### src/pet_pkg.sv
`default_nettype none

package pet_pkg;

    // Upper nibble of the first SPI byte
    typedef enum logic [3:0] {
        OP_WRITE = 4'h1,
        OP_READ  = 4'h2
    } spi_op_e;

    // Command parser states
    typedef enum logic [2:0] {
        CMD,
        ADDR_HI,
        ADDR_LO,
        DATA,
        WAIT_BUS,
        REPLY
    } cmd_state_e;

    // System bus width, bit 16 selects the register bank
    localparam int BUS_ADDR_W = 17;

    // Bus frame in clk16 cycles
    localparam int FRAME_LEN   = 16;
    localparam int FRAME_CNT_W = $clog2(FRAME_LEN);

    typedef logic [FRAME_CNT_W-1:0] frame_cnt_t;

    // FPGA strobes only in the back half of the SPI slot
    localparam frame_cnt_t SPI_SLOT_FIRST = 4'd4;
    localparam frame_cnt_t SPI_SLOT_LAST  = 4'd7;

    // 6502 phase 2 starts here
    localparam frame_cnt_t CPU_PHI2_FIRST = 4'd8;

    // Bit 0 CPU reset, bit 1 CPU ready
    localparam logic [7:0] CTRL_RESET_VALUE = 8'h01;

endpackage

`default_nettype wire
### src/pet_main.sv
`timescale 1ns/1ns
`default_nettype none

module pet_main (
    input  logic                           clk16_i,
    input  logic                           reset_i,

    // SPI from the host MCU
    input  logic                           spi1_sck_i,
    input  logic                           spi1_cs_ni,
    input  logic                           spi1_rx_i,
    output logic                           spi1_tx_o,
    output logic                           spi_ready_o,

    // System bus
    input  logic [7:0]                     bus_data_i,
    output logic [pet_pkg::BUS_ADDR_W-1:0] bus_addr_o,
    output logic [7:0]                     bus_data_o,
    output logic                           bus_data_oe_o,
    output logic                           bus_rw_n_o,

    // 6502
    output logic                           cpu_clk_o,
    output logic                           cpu_res_o,
    output logic                           cpu_ready_o,
    output logic                           cpu_be_o,

    // SRAM
    output logic                           ram_ce_o,
    output logic                           ram_oe_o,
    output logic                           ram_we_o,
    output logic [11:10]                   ram_addr_o
);

    // SPI byte stream
    logic [7:0]                     tx_byte;
    logic [7:0]                     rx_byte;
    logic                           rx_valid;
    logic                           cs_active;

    // Request handshake
    logic                           req_valid;
    logic [pet_pkg::BUS_ADDR_W-1:0] req_addr;
    logic [7:0]                     req_data;
    logic                           req_rw_n;
    logic                           req_done;
    logic [7:0]                     rd_data;

    // Frame timing
    logic                           slot_en;

    // Register bank
    logic                           reg_wr_en;
    logic [7:0]                     reg_rd_data;

    spi_target i_spi_target (
        .clk16_i     (clk16_i),
        .reset_i     (reset_i),
        .spi_sck_i   (spi1_sck_i),
        .spi_cs_ni   (spi1_cs_ni),
        .spi_rx_i    (spi1_rx_i),
        .spi_tx_o    (spi1_tx_o),
        .tx_byte_i   (tx_byte),
        .rx_byte_o   (rx_byte),
        .rx_valid_o  (rx_valid),
        .cs_active_o (cs_active)
    );

    spi_cmd i_spi_cmd (
        .clk16_i     (clk16_i),
        .reset_i     (reset_i),
        .rx_byte_i   (rx_byte),
        .rx_valid_i  (rx_valid),
        .cs_active_i (cs_active),
        .tx_byte_o   (tx_byte),
        .req_valid_o (req_valid),
        .req_addr_o  (req_addr),
        .req_data_o  (req_data),
        .req_rw_n_o  (req_rw_n),
        .req_done_i  (req_done),
        .rd_data_i   (rd_data),
        .spi_ready_o (spi_ready_o)
    );

    bus_timing i_bus_timing (
        .clk16_i     (clk16_i),
        .reset_i     (reset_i),
        .req_valid_i (req_valid),
        .slot_en_o   (slot_en),
        .done_o      (req_done),
        .cpu_clk_o   (cpu_clk_o),
        .cpu_be_o    (cpu_be_o)
    );

    ctrl_regs i_ctrl_regs (
        .clk16_i     (clk16_i),
        .reset_i     (reset_i),
        .wr_en_i     (reg_wr_en),
        .wr_data_i   (req_data),
        .rd_data_o   (reg_rd_data),
        .cpu_res_o   (cpu_res_o),
        .cpu_ready_o (cpu_ready_o)
    );

    bus_ctrl i_bus_ctrl (
        .clk16_i       (clk16_i),
        .reset_i       (reset_i),
        .req_addr_i    (req_addr),
        .req_data_i    (req_data),
        .req_rw_n_i    (req_rw_n),
        .slot_en_i     (slot_en),
        .done_i        (req_done),
        .bus_data_i    (bus_data_i),
        .reg_data_i    (reg_rd_data),
        .bus_addr_o    (bus_addr_o),
        .bus_data_o    (bus_data_o),
        .bus_data_oe_o (bus_data_oe_o),
        .bus_rw_n_o    (bus_rw_n_o),
        .ram_ce_o      (ram_ce_o),
        .ram_oe_o      (ram_oe_o),
        .ram_we_o      (ram_we_o),
        .reg_wr_en_o   (reg_wr_en),
        .rd_data_o     (rd_data)
    );

    // Separate SRAM pins for A11:A10
    assign ram_addr_o = bus_addr_o[11:10];

endmodule

`default_nettype wire

### src/bus_ctrl.sv
`timescale 1ns/1ns
`default_nettype none

module bus_ctrl (
    input  logic                           clk16_i,
    input  logic                           reset_i,
    input  logic [pet_pkg::BUS_ADDR_W-1:0] req_addr_i,
    input  logic [7:0]                     req_data_i,
    input  logic                           req_rw_n_i,
    input  logic                           slot_en_i,
    input  logic                           done_i,
    input  logic [7:0]                     bus_data_i,
    input  logic [7:0]                     reg_data_i,
    output logic [pet_pkg::BUS_ADDR_W-1:0] bus_addr_o,
    output logic [7:0]                     bus_data_o,
    output logic                           bus_data_oe_o,
    output logic                           bus_rw_n_o,
    output logic                           ram_ce_o,
    output logic                           ram_oe_o,
    output logic                           ram_we_o,
    output logic                           reg_wr_en_o,
    output logic [7:0]                     rd_data_o
);

    // Bit 16 set targets the control register bank
    logic       is_reg;
    logic [7:0] rd_data_q;

    assign is_reg = req_addr_i[pet_pkg::BUS_ADDR_W-1];

    assign bus_addr_o    = req_addr_i;
    assign bus_data_o    = req_data_i;

    // Drive data and RW only inside the owned slot
    assign bus_data_oe_o = slot_en_i && !req_rw_n_i && !is_reg;
    assign bus_rw_n_o    = !(slot_en_i && !req_rw_n_i);

    // RAM stays selected for the CPU and drops only for register accesses
    assign ram_ce_o      = !(slot_en_i && is_reg);
    assign ram_oe_o      = req_rw_n_i;
    assign ram_we_o      = slot_en_i && !req_rw_n_i && !is_reg;

    // Single write pulse at slot end
    assign reg_wr_en_o   = done_i && !req_rw_n_i && is_reg;

    // Read data sampled at the end of the slot
    always_ff @(posedge clk16_i) begin
        if (done_i && req_rw_n_i) begin
            rd_data_q <= is_reg ? reg_data_i : bus_data_i;
        end
    end

    assign rd_data_o = rd_data_q;

    // Address and data held by spi_cmd across the whole write strobe
    a_we_in_slot: assert property (
        @(posedge clk16_i) disable iff (reset_i)
        ram_we_o && $past(ram_we_o) |-> $stable(bus_addr_o) && $stable(bus_data_o)
    );

endmodule

`default_nettype wire

### src/ctrl_regs.sv
`timescale 1ns/1ns
`default_nettype none

module ctrl_regs (
    input  logic       clk16_i,
    input  logic       reset_i,
    input  logic       wr_en_i,
    input  logic [7:0] wr_data_i,
    output logic [7:0] rd_data_o,
    output logic       cpu_res_o,
    output logic       cpu_ready_o
);

    // Control byte
    logic [7:0] ctrl_q;

    // CPU comes up held in reset and not ready
    always_ff @(posedge clk16_i) begin
        if (reset_i) begin
            ctrl_q <= pet_pkg::CTRL_RESET_VALUE;
        end else if (wr_en_i) begin
            ctrl_q <= wr_data_i;
        end
    end

    // Upper bits are scratch, read back as written
    assign rd_data_o   = ctrl_q;

    // Pin mapping
    assign cpu_res_o   = ctrl_q[0];
    assign cpu_ready_o = ctrl_q[1];

endmodule

`default_nettype wire

### src/bus_timing.sv
`timescale 1ns/1ns
`default_nettype none

module bus_timing (
    input  logic clk16_i,
    input  logic reset_i,
    input  logic req_valid_i,
    output logic slot_en_o,
    output logic done_o,
    output logic cpu_clk_o,
    output logic cpu_be_o
);

    pet_pkg::frame_cnt_t frame_cnt_q;
    pet_pkg::frame_cnt_t frame_cnt_next;

    // Request sampled at cycle 0 owns the FPGA slot of this frame
    logic                owned_q;
    logic                cpu_clk_q;

    assign frame_cnt_next = (frame_cnt_q == pet_pkg::frame_cnt_t'(pet_pkg::FRAME_LEN - 1))
                          ? '0
                          : frame_cnt_q + 1'b1;

    always_ff @(posedge clk16_i) begin
        if (reset_i) begin
            frame_cnt_q <= '0;
            owned_q     <= 1'b0;
            cpu_clk_q   <= 1'b0;
        end else begin
            frame_cnt_q <= frame_cnt_next;
            // Registered from next count so phi2 is glitch free and lands on cycle 8
            cpu_clk_q   <= (frame_cnt_next >= pet_pkg::CPU_PHI2_FIRST);
            if (frame_cnt_q == '0) begin
                owned_q <= req_valid_i;
            end
        end
    end

    // Strobe window inside the FPGA half
    assign slot_en_o = owned_q &&
                       (frame_cnt_q >= pet_pkg::SPI_SLOT_FIRST) &&
                       (frame_cnt_q <= pet_pkg::SPI_SLOT_LAST);

    assign done_o    = owned_q && (frame_cnt_q == pet_pkg::SPI_SLOT_LAST);

    assign cpu_clk_o = cpu_clk_q;

    // 6502 drives the bus in the second half only
    assign cpu_be_o  = (frame_cnt_q >= pet_pkg::CPU_PHI2_FIRST);

    // Done lands on the last FPGA cycle while the request is still held
    a_done_at_slot_end: assert property (
        @(posedge clk16_i) disable iff (reset_i)
        done_o |=> $rose(cpu_be_o) && $past(req_valid_i)
    );

endmodule

`default_nettype wire

### src/spi_cmd.sv
`timescale 1ns/1ns
`default_nettype none

module spi_cmd (
    input  logic                           clk16_i,
    input  logic                           reset_i,
    input  logic [7:0]                     rx_byte_i,
    input  logic                           rx_valid_i,
    input  logic                           cs_active_i,
    output logic [7:0]                     tx_byte_o,
    output logic                           req_valid_o,
    output logic [pet_pkg::BUS_ADDR_W-1:0] req_addr_o,
    output logic [7:0]                     req_data_o,
    output logic                           req_rw_n_o,
    input  logic                           req_done_i,
    input  logic [7:0]                     rd_data_i,
    output logic                           spi_ready_o
);

    pet_pkg::cmd_state_e state_q;
    pet_pkg::spi_op_e    op_q;

    // Done delayed by one, read data from bus_ctrl is registered
    logic                done_q;
    logic                op_known;

    assign op_known = (rx_byte_i[7:4] == pet_pkg::OP_WRITE) ||
                      (rx_byte_i[7:4] == pet_pkg::OP_READ);

    // Control path
    always_ff @(posedge clk16_i) begin
        if (reset_i) begin
            state_q     <= pet_pkg::CMD;
            req_valid_o <= 1'b0;
            req_rw_n_o  <= 1'b1;
            done_q      <= 1'b0;
        end else begin
            done_q <= req_done_i;
            // CS release restarts parsing, but never abandons a bus access in flight
            if (!cs_active_i && state_q != pet_pkg::WAIT_BUS) begin
                state_q <= pet_pkg::CMD;
            end else begin
                case (state_q)
                    pet_pkg::CMD: begin
                        // Unknown opcode, ignore rest of the transfer
                        if (rx_valid_i) begin
                            state_q <= op_known ? pet_pkg::ADDR_HI : pet_pkg::REPLY;
                        end
                    end
                    pet_pkg::ADDR_HI: begin
                        if (rx_valid_i) begin
                            state_q <= pet_pkg::ADDR_LO;
                        end
                    end
                    pet_pkg::ADDR_LO: begin
                        if (rx_valid_i) begin
                            if (op_q == pet_pkg::OP_READ) begin
                                // Read goes out now, reply byte comes later
                                req_valid_o <= 1'b1;
                                req_rw_n_o  <= 1'b1;
                                state_q     <= pet_pkg::WAIT_BUS;
                            end else begin
                                state_q <= pet_pkg::DATA;
                            end
                        end
                    end
                    pet_pkg::DATA: begin
                        if (rx_valid_i) begin
                            req_valid_o <= 1'b1;
                            req_rw_n_o  <= 1'b0;
                            state_q     <= pet_pkg::WAIT_BUS;
                        end
                    end
                    pet_pkg::WAIT_BUS: begin
                        if (req_done_i) begin
                            req_valid_o <= 1'b0;
                            state_q     <= pet_pkg::REPLY;
                        end
                    end
                    // Sit here until CS goes high
                    pet_pkg::REPLY: ;
                    default: state_q <= pet_pkg::CMD;
                endcase
            end
        end
    end

    // Command fields, held while the request is pending
    always_ff @(posedge clk16_i) begin
        if (rx_valid_i) begin
            case (state_q)
                pet_pkg::CMD: begin
                    op_q                               <= pet_pkg::spi_op_e'(rx_byte_i[7:4]);
                    req_addr_o[pet_pkg::BUS_ADDR_W-1] <= rx_byte_i[0];
                end
                pet_pkg::ADDR_HI: req_addr_o[15:8] <= rx_byte_i;
                pet_pkg::ADDR_LO: req_addr_o[7:0]  <= rx_byte_i;
                pet_pkg::DATA:    req_data_o       <= rx_byte_i;
                default: ;
            endcase
        end
        // Reply byte for the host
        if (done_q && req_rw_n_o) begin
            tx_byte_o <= rd_data_i;
        end
    end

    // Low from request until the cycle after done
    assign spi_ready_o = (state_q != pet_pkg::WAIT_BUS) && !done_q;

    // Host clocked a byte while the bus access was still pending
    a_no_rx_while_busy: assert property (
        @(posedge clk16_i) disable iff (reset_i)
        !(rx_valid_i && state_q == pet_pkg::WAIT_BUS)
    );

endmodule

`default_nettype wire

### src/spi_target.sv
`timescale 1ns/1ns
`default_nettype none

module spi_target (
    input  logic       clk16_i,
    input  logic       reset_i,
    input  logic       spi_sck_i,
    input  logic       spi_cs_ni,
    input  logic       spi_rx_i,
    output logic       spi_tx_o,
    input  logic [7:0] tx_byte_i,
    output logic [7:0] rx_byte_o,
    output logic       rx_valid_o,
    output logic       cs_active_o
);

    // Two-flop synchronizers into the clk16 domain
    logic [1:0] sck_sync_q;
    logic [1:0] cs_n_sync_q;
    logic [1:0] mosi_sync_q;

    // Previous synced SCK for edge detection
    logic       sck_prev_q;

    logic       sck_rise;
    logic       sck_fall;
    logic       cs_active;

    logic [2:0] bit_cnt_q;
    logic [7:0] rx_shift_q;
    logic [7:0] tx_shift_q;

    always_ff @(posedge clk16_i) begin
        if (reset_i) begin
            sck_sync_q  <= 2'b00;
            cs_n_sync_q <= 2'b11;
            mosi_sync_q <= 2'b00;
            sck_prev_q  <= 1'b0;
        end else begin
            sck_sync_q  <= {sck_sync_q[0], spi_sck_i};
            cs_n_sync_q <= {cs_n_sync_q[0], spi_cs_ni};
            mosi_sync_q <= {mosi_sync_q[0], spi_rx_i};
            sck_prev_q  <= sck_sync_q[1];
        end
    end

    // MOSI passes the same number of flops as SCK, so it lines up with the edge
    assign sck_rise  = sck_sync_q[1] & ~sck_prev_q;
    assign sck_fall  = ~sck_sync_q[1] & sck_prev_q;
    assign cs_active = ~cs_n_sync_q[1];

    // Bit counter, cleared while CS is high
    always_ff @(posedge clk16_i) begin
        if (reset_i) begin
            bit_cnt_q  <= 3'd0;
            rx_valid_o <= 1'b0;
        end else begin
            rx_valid_o <= 1'b0;
            if (!cs_active) begin
                bit_cnt_q <= 3'd0;
            end else if (sck_rise) begin
                bit_cnt_q  <= bit_cnt_q + 3'd1;
                // Eighth rising edge completes the byte
                rx_valid_o <= (bit_cnt_q == 3'd7);
            end
        end
    end

    // Mode 0 shifters, MSB first
    always_ff @(posedge clk16_i) begin
        if (sck_rise) begin
            rx_shift_q <= {rx_shift_q[6:0], mosi_sync_q[1]};
        end
        // Between bytes MISO follows tx_byte_i, so late read data still makes it out
        if (!cs_active || bit_cnt_q == 3'd0) begin
            tx_shift_q <= tx_byte_i;
        end else if (sck_fall) begin
            tx_shift_q <= {tx_shift_q[6:0], 1'b0};
        end
    end

    assign rx_byte_o   = rx_shift_q;
    assign spi_tx_o    = tx_shift_q[7];
    assign cs_active_o = cs_active;

endmodule

`default_nettype wire

### config.mk
export PLATFORM = sky130hd
export DESIGN_NAME = pet_main
export DESIGN_NICKNAME = d
export VERILOG_FILES = /design/src/pet_pkg.sv /design/src/pet_main.sv /design/src/bus_ctrl.sv /design/src/ctrl_regs.sv /design/src/bus_timing.sv /design/src/spi_cmd.sv /design/src/spi_target.sv
export SDC_FILE = /design/constraint.sdc
export NUM_CORES = 1
export LEC_CHECK = 0
export BUFFER_PORTS_ARGS = -buffer_cell sky130_fd_sc_hd__clkbuf_2
export CORE_MARGIN = 2
export CORE_UTILIZATION = 30
export CTS_CLUSTER_SIZE = 20
export DETAILED_ROUTE_END_ITERATION = 6
export PLACE_DENSITY = 0.53
export SYNTH_ARGS = -nofsm -noshare
export SYNTH_HDL_FRONTEND = slang
export SYNTH_HIERARCHICAL = 1
export SYNTH_SLANG_ARGS = --single-unit
### constraint.sdc
create_clock -name clk16_i -period 2.1 [get_ports clk16_i]
set_input_delay 0.105 -clock clk16_i [delete_from_list [all_inputs] [get_ports clk16_i]]
set_output_delay 0.105 -clock clk16_i [all_outputs]
set_load 0.03 [all_outputs]
After elaboration in Yosys (flattened, before gate mapping)
Cells that the tools add are included.

Add/sub/neg operators: 2. Magnitude comparators: 4. Eq/ne operators: 18. Multiplexer cells: 19. Bitwise operators: 7. Reduce and logical (&&, ||, !) cells: 35.

Operators with widths (number): 8-bit 2-to-1 mux (3); 3-bit 2-to-1 mux (7); 3-bit one-hot mux with 6 select lines (1); 1-bit logical AND (12); 6-bit AND reduction (2); 3-bit equality test (second input constant) (3); 4-bit by 2-bit equality test with 1-bit output (second input constant) (2); 4-bit greater-or-equal comparator (second input constant) (2); 2-bit inequality test (second input constant) (4); 2-bit AND reduction (4); 3-bit by 2-bit equality test with 1-bit output (second input constant) (2); 3-bit logical NOT (2); 1-bit logical NOT (5); 1-bit 2-to-1 mux (5); 1-bit NOT (5); 5-bit AND reduction (1); 4-bit by 1-bit adder with 4-bit output (second input constant) (1); 4-bit by 1-bit equality test with 1-bit output (second input constant) (1); 4-bit by 3-bit equality test with 1-bit output (second input constant) (1); 4-bit equality test (second input constant) (1); 4-bit by 3-bit greater-or-equal comparator with 1-bit output (second input constant) (1); 4-bit by 3-bit less-or-equal comparator with 1-bit output (second input constant) (1); 4-bit logical NOT (1); 4-bit 2-to-1 mux (1); other kinds (12) (17).

Flip-flop bits (word level): 92. Bits of input ports: 13. Output and inout bits: 38. Logic and storage cells: 108.

Depth between registers and ports, before layout
Word-level depth: 5. Depth in mapped cells: 6. Gate-level depth less buffers: 5.

Hierarchy
Netlist, hierarchy kept.

Modules (own cells, without submodules): spi_cmd (times used 1, cells an instance 85, area an instance 1537.7 µm², seq. area each 1231.2 µm²); spi_target (times used 1, cells an instance 62, area an instance 978.4 µm², seq. area each 700.7 µm²); bus_ctrl (times used 1, cells an instance 49, area an instance 604.3 µm², seq. area each 240.2 µm²); ctrl_regs (times used 1, cells an instance 28, area an instance 305.3 µm², seq. area each 160.2 µm²); bus_timing (times used 1, cells an instance 27, area an instance 267.8 µm², seq. area each 120.1 µm²); pet_main (times used 1, cells an instance 2, area an instance 15.0 µm², seq. area each 0.0 µm²).

Worst setup path before layout
Ideal clock, no wire load.

Path kind: register to output. Start point: reg i_bus_timing.frame_cnt_q[2]. End point: out ram_we_o. Arrival time: 1803 ps. Data required time: 1995 ps. Path slack: 192 ps. Cell stages (with the launch flop): 5. Path through: dfxtp_1 > and2b_2 > and2_2 > nor3b_1 > buf_4.

Longest elaborated chain between the ends: 5.

RTL lines: start: declaration (line bus_timing.sv:14) `pet_pkg::frame_cnt_t frame_cnt_q;`; start signal: assignment (line bus_timing.sv:31) `frame_cnt_q <= frame_cnt_next;`; 4-bit by 3-bit greater-or-equal comparator with 1-bit output (line bus_timing.sv:42) `(frame_cnt_q >= pet_pkg::SPI_SLOT_FIRST) &&`; 1-bit logical AND (line bus_timing.sv:41) `assign slot_en_o = owned_q &&`; 1-bit logical AND * (line bus_timing.sv:42); net slot_en (line pet_main.sv:50) `logic slot_en;`; 1-bit logical AND * (2 in a row); end: declaration (line pet_main.sv:31) `output logic ram_we_o,`.

Mark *: on every way through the listed nets, which the timed path passes. The rest lies on a longest branch.

Worst setup path in the final report
Start point: reg i_spi_target.bit_cnt_q[0]. End point: reg i_spi_target.tx_shift_q[7], enable pin.

Longest elaborated chain between the ends: 3.

RTL lines: start: declaration (line spi_target.sv:29) `logic [2:0] bit_cnt_q;`; start signal: assignment (line spi_target.sv:62) `bit_cnt_q <= bit_cnt_q + 3'd1;`; 3-bit logical NOT (line spi_target.sv:75) `if (!cs_active || bit_cnt_q == 3'd0) begin`; 1-bit logical OR (line spi_target.sv:75); 2-bit nonzero test (no source line); end signal: assignment (line spi_target.sv:76) `tx_shift_q <= tx_byte_i;`; end signal: assignment (line spi_target.sv:78) `tx_shift_q <= {tx_shift_q[6:0], 1'b0};`; end: declaration (line spi_target.sv:31) `logic [7:0] tx_shift_q;`.

Every way passes these cells. A chain may end at the register's enable or synchronous reset.

==> impl_results.md <==
* Total track usage at 10.08%
* Leakage Power at ~0.0016 uW
* WP data required at approximately 2.0 ns
* Setup TNS at 0 ns
* Crit path max fanout at 9
* Final Skew at between 0.005 and 0.006 ns
* Most instantiated library cell after synthesis: edfxtp_1
* # port buffers at 50
* RSZ-0062 raised after global routing: no
* Prevailing post-synth register cell: edfxtp_1
* CTS max path bufs at 2
* Routed wire per std cell at 14.01 um
* Post-CTS Setup Bufs at 0
* Largest cells by area after synthesis: edfxtp_1 49%, dfxtp_1 17%, buf_4 7.1%, mux2_4 2.8%, mux2i_1 2.7%
* IR drop worst, VDD at between 0.0004 and 0.0005 V
* Clk root buf: clkbuf_16
* CTS resizes at 0
* Status: complete, no violations
* Maxcap violations at 0
* Post-DR vias/cell at about 4.2
* Final cell count without fillers at roughly 450
* Top-area cell type share of the netlist area at 49.39%
* Total CTS buffers at 9
* Max-slew violations at 0
* ANT cells at 0
* Clk pwr share at 47.2%
* Flops & latches, synth at 92
* FMAX at 535.2 MHz
* Final hold vios at 0
* Sw Ratio at 17.83%
* # rows at 40
* Detail Placement HPWL at 4563 um
* CP max stage delay at about 0.49 ns
* Slowest cell on crit path: o21ai_0
* Fin crit period at roughly 1.9 ns
* Element type at the critical path start: flop
* Fin crit share at 88.97%
* Placed cells at about 430
* Synth Instances at 253
* H-tree depth at 3
* Relative slew slack at 22.99%
* Remaining Overflow, GRT at 0
* Hold Buf Count CTS at 3
* Largest net degree at the start of global routing at 29
* Yosys warns at 6
* Crit-path leading delay family: compound AO/OA/AOI/OAI gates
* PwrDens at 897.8 nW/um2
* NetSw at 683.5 uW
* Seq/Total Area, Yosys at between 60 and 70%
* Clock sink total at 92
* Hold crit path type: primary input to flop
* Flop2flop setup slack at roughly 0.23 ns
* Worst Setup End Kind: flop
* Overall Power at 3833 uW
* Post-synth EDFFs at 61
* Final setup violation count at 0
* Die height at 115.2 um
* Post-layout net count at 298
* Worst skew pair latency at about 0.34 ns
* Initial antenna violation count at 0
* Crit path kind: flop to flop
* I/O pin total at roughly 50
* RePlAce Congestion at 0.7567
* Core box area at 12060 um2
* Die area at 13270 um2
* Worst Tran Pin Value at 1.143 ns
* Comb pwr share at 1.7%
* Worst path cell trace: inv_1 -> ha_1 -> a21oi_4 -> o21ai_0
* Synthesized area at 3709 um2
* Clock slew at reported path FFs at around 0.060 ns
* Worst EP arrival at 1.80 ns
* Post-synth top cells: 61 x edfxtp_1, 35 x buf_4, 31 x dfxtp_1, 11 x inv_1, 11 x nor2_1
* Die W at 115.2 um
* ANT nets after route at 0
* Asr flop ratio synth at 0%
* Buf+Inv Stages, Crit Path at 1
* Netlist cell types at 51
* DRT Wirelength at 6347 um
* Vias in the first global route at 1833
* P_int at 3149 uW
* Area Overhead vs Synth at 15.11%
* Post-Syn Nets at 271
* Mean Syn Cell Area at about 15 um2
* TritonRoute pass-1 iters at 4
* TritonCTS clock tree: built
* Drc violations at 0
* Post-synth top area cell: edfxtp_1
* Initial Utilization at 30.75%
* Vias at 1903
* Share of cells above drive strength 1 at a little over a third
* First-pass GRT wire length at 9860 um
* DR iter-0 viols at 149
* Reg power frac at 51.1%
[logic make-up after synthesis]
logic type	share of synthesized area, %
compound gates	4.319
xor+xnor	0.7086
fa+ha+maj	1.687
buf+inv	9.177
flops	66.13
mux	8.266
simple gates	9.717
[layer usage]
layer  wire (um)  vias up  GRT usage [%]
li1            -      918              -
met1        2972      934          12.70
met2        2986       38          15.53
met3         268       13          4.164
met4         120        0          3.855
met5           0        -              0
[final cells by class]
| type | count | area [um2] |
|---|---|---|
| clock buffers | 13 | 281.5 |
| repair buffers | 56 | 302.8 |
| multi-input cells | 110 | 915.9 |
| fillers | 1165 | 7792 |
| well taps | 168 | 210.2 |
| clock inverters | 3 | 65.06 |
| flip-flops and latches | 92 | 2452 |
| inverters | 11 | 41.29 |
[worst paths after layout]
kind,startpoint,to,depth (start not counted)
setup / recovery,i_spi_target/bit_cnt_q[0],i_spi_target/tx_shift_q[7],4
hold / removal,bus_data_i[1],i_bus_ctrl/rd_data_o[1],2
setup reg to reg,i_spi_target/bit_cnt_q[0],i_spi_target/tx_shift_q[7],4
hold reg to reg,i_spi_target/mosi_sync_q[1],i_spi_target/rx_byte_o[0],0
[cell usage in the layout, fill, tap and decap left out, types with 2 or more instances in the layout]
cell type,n
and2_1,3
bufinv_16,2
or2_2,3
clkbuf_16,10
a311oi_1,2
clkbuf_2,50
ha_1,5
buf_4,3
edfxtp_1,61
mux2_2,7
inv_1,11
mux2_4,7
xnor2_1,3
a21oi_1,5
mux2i_1,10
and3_1,2
dlygate4sd3_1,3
nor2b_1,9
nor3_1,5
nor2_1,11
clkbuf_8,2
nand2_1,5
mux2_1,2
o21ai_0,3
dfxtp_1,31
[power groups by stage]
stage	Combinational (uW)	Sequential, uW	Clock (uW)
floorplan	40.4	1990	0
global placement	64.3	2000	0
detailed placement	64.0	2000	0
CTS	68.7	1960	1850
global route	75.4	1960	1930
finish	67.0	1960	1810
[through the flow]
stage / utilization [%] / hold slack, ns / area, um2 / worst slack [ns]
final: 35.39 / 0.07056 / 4269 / 0.2316
after CTS: 35.39 / 0.05887 / 4269 / 0.2308
after global routing: 35.39 / 0.06506 / 4269 / 0.08756
after global placement: 32.27 / 0.3081 / 3892 / 0.3479
after detailed placement: 32.27 / 0.3113 / 3892 / 0.2456
after floorplan: - / 0.1712 / 3709 / 0.1917
[registers in the layout (all words and copies together) (netlist names)]
signal,cells
i_spi_cmd/op_q,4
i_spi_target/bit_cnt_q,3
i_spi_target/sck_prev_q,1
i_bus_timing/cpu_clk_o,1
i_spi_target/tx_shift_q,8
i_spi_cmd/req_rw_n_o,1
i_spi_target/mosi_sync_q,2
i_bus_timing/owned_q,1
i_bus_timing/frame_cnt_q,4
i_spi_target/rx_byte_o,8
i_spi_target/sck_sync_q,2
i_spi_cmd/state_q,3
i_bus_ctrl/rd_data_o,8
i_spi_cmd/req_valid_o,1
i_spi_cmd/req_addr_o,17
i_spi_cmd/tx_byte_o,8
i_spi_target/cs_n_sync_q,2
i_spi_target/rx_valid_o,1
i_spi_cmd/req_data_o,8
i_ctrl_regs/rd_data_o,8
i_spi_cmd/done_q,1
No activity file was read; power rests on OpenSTA's default activity.
